[src/include/pf_consts.svh]
// sizes and flag thresholds for the 1024x8 prefetch FIFO; depth must stay a power of two
`ifndef PF_CONSTS_SVH
`define PF_CONSTS_SVH

//////////////////////////////////////////////////////////////////////
// storage geometry
//////////////////////////////////////////////////////////////////////

`define PF_DEPTH_W 10                  // address bits, 1024 words
`define PF_DATA_W 8                    // one byte per word

// word count, derived from the address width
`define PF_DEPTH (1 << `PF_DEPTH_W)

//////////////////////////////////////////////////////////////////////
// water marks
//////////////////////////////////////////////////////////////////////

// almost_full is set at or above this write level
`define PF_AFULL_LVL 1000

// almost_empty is set at or below this read level
`define PF_AEMPTY_LVL 8

`endif
[src/pf_data_pkg.sv]
// data-path types; word and address widths come from pf_consts.svh and are fixed at build
`include "pf_consts.svh"

package pf_data_pkg;

  // one stored byte
  typedef logic [`PF_DATA_W-1:0] word_t;

  // RAM word address, no wrap bit
  typedef logic [`PF_DEPTH_W-1:0] addr_t;

  // write port, wr_clk domain
  typedef struct packed {
    logic  en;                         // write strobe
    addr_t addr;                       // target word
    word_t data;                       // payload
  } ram_wr_t;

  // read request, rd_clk domain
  typedef struct packed {
    logic  en;                         // read strobe, data one clk later
    addr_t addr;                       // source word
  } ram_rd_t;

endpackage

[src/pf_out_buffer.sv]
// two-word prefetch buffer on rd_clk; assumes the RAM returns data exactly one clock after a request
`timescale 1ns/1ps

module pf_out_buffer (
  input  logic               rd_clk,
  input  logic               rd_rst,
  input  logic               empty,      // FIFO empty in the read view
  output logic               rd_req,     // prefetch one word
  input  pf_data_pkg::word_t ram_word,   // RAM output, valid when in_flight
  input  logic               rd_en,      // reader ready
  output pf_data_pkg::word_t rd_data,
  output logic               rd_vld
);

  logic [1:0]         cnt;               // words held, 0..2
  logic               in_flight;         // read issued last clk
  logic               pop;               // word taken this clk
  logic [1:0]         fill_after_pop;    // held + arriving - leaving
  pf_data_pkg::word_t slot0;             // head word
  pf_data_pkg::word_t slot1;             // second word

  //////////////////////////////////////////////////////////////////////
  // request and occupancy
  //////////////////////////////////////////////////////////////////////

  assign pop            = rd_vld & rd_en;
  assign fill_after_pop = cnt + {1'b0, in_flight} - {1'b0, pop};

  // counting this clk's pop lets a request go out every cycle while streaming
  assign rd_req  = ~empty & (fill_after_pop < 2'd2);
  assign rd_vld  = (cnt != 2'd0);
  assign rd_data = slot0;

  always_ff @(posedge rd_clk or posedge rd_rst)
  begin
    if (rd_rst)
    begin
      cnt       <= '0;
      in_flight <= 1'b0;
    end
    else
    begin
      cnt       <= fill_after_pop;       // arriving word lands now
      in_flight <= rd_req;               // data shows up next clk
    end
  end

  //////////////////////////////////////////////////////////////////////
  // payload slots
  //////////////////////////////////////////////////////////////////////

  // cnt + in_flight never exceeds 2, so a pop with a word arriving means cnt is 1
  always_ff @(posedge rd_clk or posedge rd_rst)
  begin
    if (rd_rst)
    begin
      slot0 <= '0;
      slot1 <= '0;
    end
    else if (pop)
    begin
      slot0 <= in_flight ? ram_word : slot1;   // refill or shift up
    end
    else if (in_flight)
    begin
      if (cnt == 2'd0)
      begin
        slot0 <= ram_word;               // straight to head
      end
      else
      begin
        slot1 <= ram_word;               // queue behind head
      end
    end
  end

endmodule

[config.mk]
export PLATFORM = sky130hd
export DESIGN_NAME = pf_out_buffer
export DESIGN_NICKNAME = d
export VERILOG_FILES = /design/src/pf_data_pkg.sv /design/src/pf_out_buffer.sv
export VERILOG_INCLUDE_DIRS = /design/src /design/src/include
export SDC_FILE = /design/constraint.sdc
export NUM_CORES = 1
export LEC_CHECK = 0
export BUFFER_PORTS_ARGS = -buffer_cell sky130_fd_sc_hd__clkbuf_2
export CORE_MARGIN = 2
export CORE_UTILIZATION = 51
export DETAILED_ROUTE_END_ITERATION = 10
export GPL_TIMING_DRIVEN = 0
export PLACE_DENSITY = 0.76
export SLEW_MARGIN = 5
export SYNTH_ARGS = -nofsm -noshare
export SYNTH_HDL_FRONTEND = slang
export SYNTH_SLANG_ARGS = --single-unit
[constraint.sdc]
create_clock -name rd_clk -period 2 [get_ports rd_clk]
set_input_delay 0.2 -clock rd_clk [delete_from_list [all_inputs] [get_ports rd_clk]]
set_output_delay 0.2 -clock rd_clk [all_outputs]
set_load 0.1 [all_outputs]
# Word level (Yosys, flattened, before mapping)
# Cells that the tools add are included.
[word_totals]
word_cells = 22
regBits = 19
output_inout_bits = 10
[op_classes]
n_addsub = 2
order_cmp = 1
bitwise = 5
mux = 4
n_reduce_logical = 6
[op_table]
columns = ["operator", "n"]
rows = [
  ["$mux W8", 4],
  ["$reduce_bool A2 Y1", 3],
  ["$not A1 Y1", 3],
  ["$reduce_and A3 Y1", 1],
  ["$add A2 B1 Y2", 1],
  ["$and A1 B1 Y1", 2],
  ["$logic_not A2 Y1", 1],
  ["$lt A2 B2 Y1 const B", 1],
  ["$reduce_and A2 Y1", 1],
  ["$sub A2 B1 Y2", 1],
]

# Longest topological paths before layout
# Gate-level depths: netlist of run 1.
[depth]
word_depth = 5
depth_mapped = 8
ltp_nobuf = 8

# Least setup slack after synthesis of run 1
# No wires, ideal clock.
[synth_path]
path_kind = "reg-to-reg"
start = "reg cnt[0]"
end = "reg in_flight"
path_slack_ps = -1108
setup_time_ps = 265
t_required_ps = 1735
n_path_buf = 0
t_arrival_ps = 2843
stages_incl_launch_ff = 9
path_cell_list = "dfrtp_1 o21ai_1 inv_1 ha_1 inv_1 ha_1 xnor2_1 xnor2_1 nor2_1"
[synth_between]
elab_chain_cells = 5
elab_cells_between_ends = 6
cone_classes = "add/sub (2); order compare (1); bitwise (2); reduce/logical (1)"
[synth_lines]
columns = ["item", "line_no", "source"]
rows = [
  ["start, declared", "pf_out_buffer.sv:15", "logic [1:0] cnt;"],
  ["start signal, assigned", "pf_out_buffer.sv:43", "cnt <= fill_after_pop;"],
  ["parallel branches: the longest is 2 deep, another holds $add A2 B1 Y2", "n/a", ""],
  ["$sub A2 B1 Y2 *", "pf_out_buffer.sv:27", "assign fill_after_pop = cnt + {1'b0, in_flight} - {1'b0, pop};"],
  ["net fill_after_pop[1]", "pf_out_buffer.sv:18", "logic [1:0] fill_after_pop;"],
  ["$lt A2 B2 Y1 *", "pf_out_buffer.sv:30", "assign rd_req = ~empty & (fill_after_pop < 2'd2);"],
  ["$and A1 B1 Y1 *", "pf_out_buffer.sv:30", ""],
  ["net rd_req", "pf_out_buffer.sv:8", "output logic rd_req,"],
  ["end signal, assigned", "pf_out_buffer.sv:44", "in_flight <= rd_req;"],
  ["end, declared", "pf_out_buffer.sv:16", "logic in_flight;"],
]
# Mark *: on every way through the listed nets, which the timed path passes.
# A chain may end at the register's enable or synchronous reset.

# Worst setup path after layout of run 1
[layout_path]
start = "reg cnt[0]"
end = "out rd_req"
[layout_between]
elab_chain_cells = 5
elab_cells_between_ends = 6
cone_classes = "add/sub (2); order compare (1); bitwise (2); reduce/logical (1)"
[layout_lines]
columns = ["item", "line_no"]
rows = [
  ["parallel branches: the longest is 2 deep, another holds $add A2 B1 Y2", "n/a"],
  ["$sub A2 B1 Y2 *", "pf_out_buffer.sv:27"],
  ["net fill_after_pop[1]", "pf_out_buffer.sv:18"],
  ["$lt A2 B2 Y1 *", "pf_out_buffer.sv:30"],
  ["$and A1 B1 Y1 *", "pf_out_buffer.sv:30"],
  ["end, declared", "pf_out_buffer.sv:8"],
]
# Marks and branches as above.

==> metrics.csv, run 1 <==
stage,metric,value,unit
run_status,outcome,finished with violations,
run_status,violations,setup timing,
global_routing,grt_pass1_vias,655,
route,first_pass_iters,4,
route,wl_met2,1020,µm
worst_setup_path,r2r-end,slot1[4]$_DFFE_PP0P_,
route,via_per_inst,5.26,
floorplanning,rows,15,
sta,tns,-0.268,ns
synth,ys_warn_count,0,
cts,cts_max_level,1,
synth,synth_top_area_cell,dfrtp_1,
placement,dp_hpwl,1240,µm
floorplanning,die_y,46.6,µm
hold_path,min_to,in_flight$_DFF_PP0_,
synth,synthAdderAreaFrac,2.71,%
cts,insertion_delay,0.30,ns
synth,synthMuxAreaShare,19.5,%
sta,tightest_slew,0.704,ns
synth,synth-edff-count,0,
synth,synth_seq_area_share,51.5,%
hold_path,min_from,empty,
hold_path,hp-class,input port to register,
synth,synthXorXnorAreaFrac,1.90,%
worst_setup_path,startpoint,cnt[0]$_DFF_PP0_,
synth,synth_top_area_share,51.5,%
synth,synthTopCellsByArea,"dfrtp_1, mux2_4, mux2i_1, nand2b_1, o22ai_1",
cts,root_buffer,clkbuf_4,
finish,drive_above_1_share,50.0,%
synth,synth-simple-area-share,7.59,%
sta,timing.final.ws_setup,-0.268,ns
synth,ys_ff_latch,19,
route,wl_per_cell,14.9,µm
synth,synthArstFlopShare,100,%
cts,clock_sinks,19,
route,wl_met3,103,µm
synth,synth-compound-area-share,11.9,%
placement,place.gp.congestion,0.704,
synth,avgSynthCellArea,12.5,µm²
sta,slew_violations,0,
sta,hold_slack,0.0726,ns
worst_setup_path,rrSetupSlack,0.26,ns
sta,final-hold-violation-count,0,
worst_setup_path,crit_fanout,2,
sta,finalCriticalPeriod,2.27,ns
cts,cts_tree,yes,
route,top_layer_used,met4,
sta,fin_skew,0.00351,ns
cts,cts.clk_slew.worst_paths,0.10,ns
cts,cts_buffers,3,
synth,synth-main-ff-cell,dfrtp_1,
floorplanning,core,0.00171,mm²
placement,port-buffer-count,21,
finish,final_area,0.00123,mm²
route,vias,678,
route,postRouteAntennaNets,0,
global_routing,grt_antenna_before_repair,0,
sta,setup_violations,1,
sta,period_share,113,%
worst_setup_path,critical_path_class,register to output port,
synth,synth_cell_types,21,
worst_setup_path,cpMaxStageDelayCell,dfrtp_1,
hold_path,hold_depth,2,
route,drc,0,
finish,area_growth,33.1,%
flow_run,maxCapViolCount,0,
sta,maxSlewHeadroom,53.0,%
floorplanning,dieWidth,46.6,µm
worst_setup_path,r2r_cells,7,
finish,n_antenna_cell,0,
synth,synthTopCellsByCount,"dfrtp_1, mux2_4",
worst_setup_path,r2r_start,cnt[1]$_DFF_PP0_,
sta,rsz0062_at_grt,yes,
placement,dpl_cell_area,0.00108,mm²
worst_setup_path,required,1.80,ns
worst_setup_path,worst_ep_arrival_time,2.07,ns
worst_setup_path,cp-end-kind,output port,
synth,syn-cell-area,923,µm²
worst_setup_path,startpoint_type,register,
route,wl,1920,µm
floorplanning,die_area,0.00217,mm²
floorplanning,start_util,54.1,%
synth,syn-num-nets,88,
global_routing,grt_pass1_wl,3030,µm
sta,timing.fmax,441,MHz
worst_setup_path,cp_cell_sequence,o21ai_4 > inv_2 > ha_4 > inv_2 > ha_4 > xnor2_4 > xnor2_2 > nor2_4 > clkbuf_16,
route,drtIter0Drc,11,
global_routing,grt_max_degree,20,
floorplanning,io_pins,22,
worst_setup_path,slowest_delay,0.43,ns
synth,synth_top_family_by_area,multiplexers,
synth,synth.most_common_cell,dfrtp_1,
synth,synthCells,74,
cts,cts_max_path_buffers,2,
finish,nNetsFinal,119,
placement,place_ws,-0.352,ns
route,met1_length,765,µm
global_routing,grtUsageTotal,20.7,%
global_routing,overflow,0,
-- routing by layer --
metal  vias to the layer above  track usage (%)
li1                        321                -
met4                         0             6.86
met2                        16             34.4
met5                         -                0
met1                       336             24.9
met3                         5             6.67
-- logic make-up (layout without fill, tap and decap cells) --
logic type	count (synthesis)	in the layout
AO/OA/AOI/OAI	17	17
XOR/XNOR	2	2
adder cells (fa/ha/maj)	2	2
buffers and inverters	8	38
flip-flops	19	19
multiplexers	14	14
AND/OR/NAND/NOR	12	12
-- timing repair --
item,in CTS,in global routing
resized for setup,7,9
endpoints found under the hold margin,19,0
endpoints found under the setup margin,1,2
buffers inserted,3,2
pin swaps,2,3
hold buffers,1,0
-- cell usage in the layout (no fill, tap or decap), types with 2 or more instances in the layout --
master / n
clkbuf_2: 19
dfrtp_1: 18
mux2_4: 8
o22ai_1: 6
nand2b_1: 6
mux2i_1: 6
a21oi_1: 6
buf_4: 5
buf_6: 3
clkbuf_4: 3
clkbuf_1: 2
or3_1: 2
o221a_2: 2
inv_2: 2
ha_4: 2
-- final cells by class --
cell class | instances | area, µm²
tap | 25 | 31.3
fill | 123 | 479
multi-input combinational | 47 | 473
inverter | 4 | 16.3
timing repair buffer | 27 | 179
buffer | 3 | 26.3
clock buffer | 4 | 26.3
sequential | 19 | 477
-- per-stage QoR --
stage	instances	utilization, %
2_1_floorplan	74	-
3_3_place_gp	120	63.3
5_1_grt	129	71.9
3_5_place_dp	120	63.3
4_1_cts	128	68.9
6_report	129	71.9
-- flip-flops by register name, summed over array words and instances, names as in the netlist --
register   cells
cnt            2
rd_data        8
in_flight      1
slot1          8
-- worst max-delay path by stage --
stage	endpoint
after floorplan	rd_req
after global placement	rd_req
after detailed placement	rd_req
after CTS	rd_req
after global routing	rd_req
final	rd_req
-- critical path: cells and delay by family (launching register included) --
| family | cells | cell delay (ns) |
|---|---|---|
| flops | 1 | 0.43 |
| fa+ha+maj | 2 | 0.42 |
| xor+xnor | 2 | 0.30 |
| buf+inv | 3 | 0.30 |
| compound gates | 1 | 0.18 |
| simple gates | 1 | 0.14 |
Power of run 1 is left out: the tool's default activity adds up to more than one toggle a clock period on the data nets, which glitch-free logic cannot reach.
==> run 2, diff against run 1 <==
--- a/config.mk
+++ b/config.mk
@@ -12,7 +12,9 @@
 export DETAILED_ROUTE_END_ITERATION = 10
 export GPL_TIMING_DRIVEN = 0
 export PLACE_DENSITY = 0.76
+export SETUP_SLACK_MARGIN = 0.05
 export SLEW_MARGIN = 5
 export SYNTH_ARGS = -nofsm -noshare
 export SYNTH_HDL_FRONTEND = slang
 export SYNTH_SLANG_ARGS = --single-unit
+export TNS_END_PERCENT = 10
==> run 2 against run 1 <==
Against the previous run:
- the flow still finishes with violations (setup timing)
- sequential cell count stayed put
- count of clock-buffer cells in the layout stayed put
- worst hold slack got worse by 0.0038 ns
- non-clock buffer count decreased by 1
- critical endpoint unchanged
- sequential share of layout area increased by 0.54 points
- die area unchanged
- critical path type unchanged
- final cell count shrank 0.78%
- critical path depth did not move
- setup slack improved by 0.012 ns
==> metrics.csv, run 2 (same netlist as run 1, synthesis figures left out) <==
stage,metric,value,unit,change
global_routing,grt_antenna_before_repair,0,,unchanged
floorplanning,dieWidth,46.6,µm,unchanged
global_routing,grt_pass1_wl,2980,µm,-1.6%
sta,setup_violations,1,,unchanged
sta,final-hold-violation-count,0,,unchanged
worst_setup_path,required,1.80,ns,about the same
floorplanning,rows,15,,unchanged
floorplanning,die_area,0.00217,mm²,unchanged
global_routing,use_met2,31.1,%,-3.3 points
run_status,outcome,finished with violations,,
global_routing,grtUsageMet1,24.9,%,about the same
route,first_pass_iters,4,,unchanged
route,postRouteAntennaNets,0,,unchanged
sta,rsz0062_at_grt,yes,,
cts,clock_sinks,19,,unchanged
placement,dp_cells,120,,unchanged
finish,nNetsFinal,118,,-0.84%
floorplanning,die_y,46.6,µm,unchanged
worst_setup_path,crit_fanout,4,,+2
worst_setup_path,worst_ep_arrival_time,2.06,ns,about the same
sta,tightest_slew,0.722,ns,+0.0183 ns
floorplanning,io_pins,22,,unchanged
cts,insertion_delay,0.30,ns,about the same
flow_run,maxCapViolCount,0,,unchanged
finish,n_antenna_cell,0,,unchanged
floorplanning,start_util,54.1,%,unchanged
finish,drive_above_1_share,49.5,%,-0.49 points
sta,timing.final.ws_setup,-0.256,ns,+0.0116 ns
global_routing,met3_usage,9.02,%,+2.4 points
finish,area_growth,31.6,%,
sta,maxSlewHeadroom,51.8,%,-1.2 points
cts,cts_max_path_buffers,2,,unchanged
finish,layout.cells.non_filler,128,,-0.78%
global_routing,overflow,0,,unchanged
sta,finalCriticalPeriod,2.26,ns,-0.0116 ns
cts,root_buffer,clkbuf_4,,
global_routing,grt_pass1_vias,675,,+3.1%
placement,dp_hpwl,1210,µm,-2.8%
sta,slew_violations,0,,unchanged
finish,final_common_cell,clkbuf_2,,
route,via_per_inst,5.09,,-3.2%
placement,place.gp.congestion,0.706,,+0.28%
route,vias,651,,-4.0%
run_status,violations,setup timing,,
worst_setup_path,cp-end-kind,output port,,
route,drtIter0Drc,6,,-5
global_routing,grtUsageTotal,20.0,%,-0.67 points
cts,cts_tree,yes,,
sta,fin_skew,0.00523,ns,+0.00172 ns
sta,period_share,113,%,-0.58 points
route,drc,0,,unchanged
global_routing,top_usage_layer,met2,,
placement,port-buffer-count,21,,unchanged
cts,cts.clk_slew.worst_paths,0.11,ns,about the same
route,wl_per_cell,14.3,µm,-3.9%
route,wl,1830,µm,-4.6%
cts,cts_buffers,3,,unchanged
cts,cts_max_level,1,,unchanged
finish,n_fill_cell,107,,-13%
finish,final_cell_mix,"clkbuf_2, dfrtp_1, mux2_4",,
floorplanning,core,0.00171,mm²,unchanged
placement,place_ws,-0.370,ns,-0.0182 ns
worst_setup_path,critical_path_class,register to output port,,
global_routing,grt_max_degree,20,,unchanged
worst_setup_path,cpMaxStageDelayCell,dfrtp_2,,
hold_path,hp-class,input port to register,,
worst_setup_path,slowest_delay,0.47,ns,+0.04 ns
sta,timing.fmax,443,MHz,+0.51%
worst_setup_path,startpoint_type,register,,
worst_setup_path,cp_cell_sequence,o21ai_4 > inv_2 > ha_4 > inv_2 > ha_4 > xnor2_4 > xnor2_2 > nor2_4 > clkbuf_16,,
[run 2: what timing repair did]
action / in CTS / in global routing
pin swaps: 3 / 1
hold buffers: 1 / 0
hold endpoints to repair: 19 / 0
gates resized for setup: 7 / 9
endpoints found under the setup margin: 2 / 2
setup buffers: 3 / 0
[run 2: critical path, delay by kind of cell (launching register included)]
kind                       cells  cell delay, ns
DFF                            1            0.47
and+or+nand+nor                1            0.11
buffers and inverters          3            0.31
adders and majority gates      2            0.43
AOI/OAI and AO/OA              1            0.15
xor gates and xnor gates       2            0.28
[run 2: path summary, 6_finish.rpt]
check	end	cells past startpoint	startpoint	slack, ns
setup / recovery	rd_req	9	cnt[0]$_DFF_PP0_	-0.26
hold / removal	in_flight$_DFF_PP0_	2	empty	0.07
setup reg to reg	rd_data[6]$_DFFE_PP0P_	5	cnt[1]$_DFF_PP0_	0.29
hold reg to reg	slot1[6]$_DFFE_PP0P_	1	slot1[6]$_DFFE_PP0P_	0.52
max in group asynchronous	cnt[1]$_DFF_PP0_	3	rd_rst	0.97
min in group asynchronous	rd_data[0]$_DFFE_PP0P_	3	rd_rst	0.53
[run 2: layout make-up]
cell class	count	area, µm²	area share (%)
timing repair buffer	25	160	13.2
multi-input combinational	47	473	38.9
inverter	4	16.3	1.34
clock buffer	4	26.3	2.16
tap	25	31.3	2.57
sequential	19	478	39.3
buffer	4	30.0	2.47
[run 2: stage by stage]
stage	hold WS (ns)	utilization [%]	cell area [µm²]	TNS (ns)
final	0.0688	71.1	1210	-0.256
after detailed placement	0.334	63.2	1080	-0.370
after floorplan	0.151	-	942	-0.363
after global routing	0.0668	71.1	1210	-0.341
after global placement	0.329	63.2	1080	-0.337
after CTS	0.0697	68.2	1160	-0.319
[run 2: metal layers]
layer | up-vias | wire length (µm)
met2 | 22 | 867
met3 | 2 | 109
met1 | 307 | 842
li1 | 320 | -
met4 | 0 | 8
met5 | - | 0
Power of run 2 is left out for the same reason.
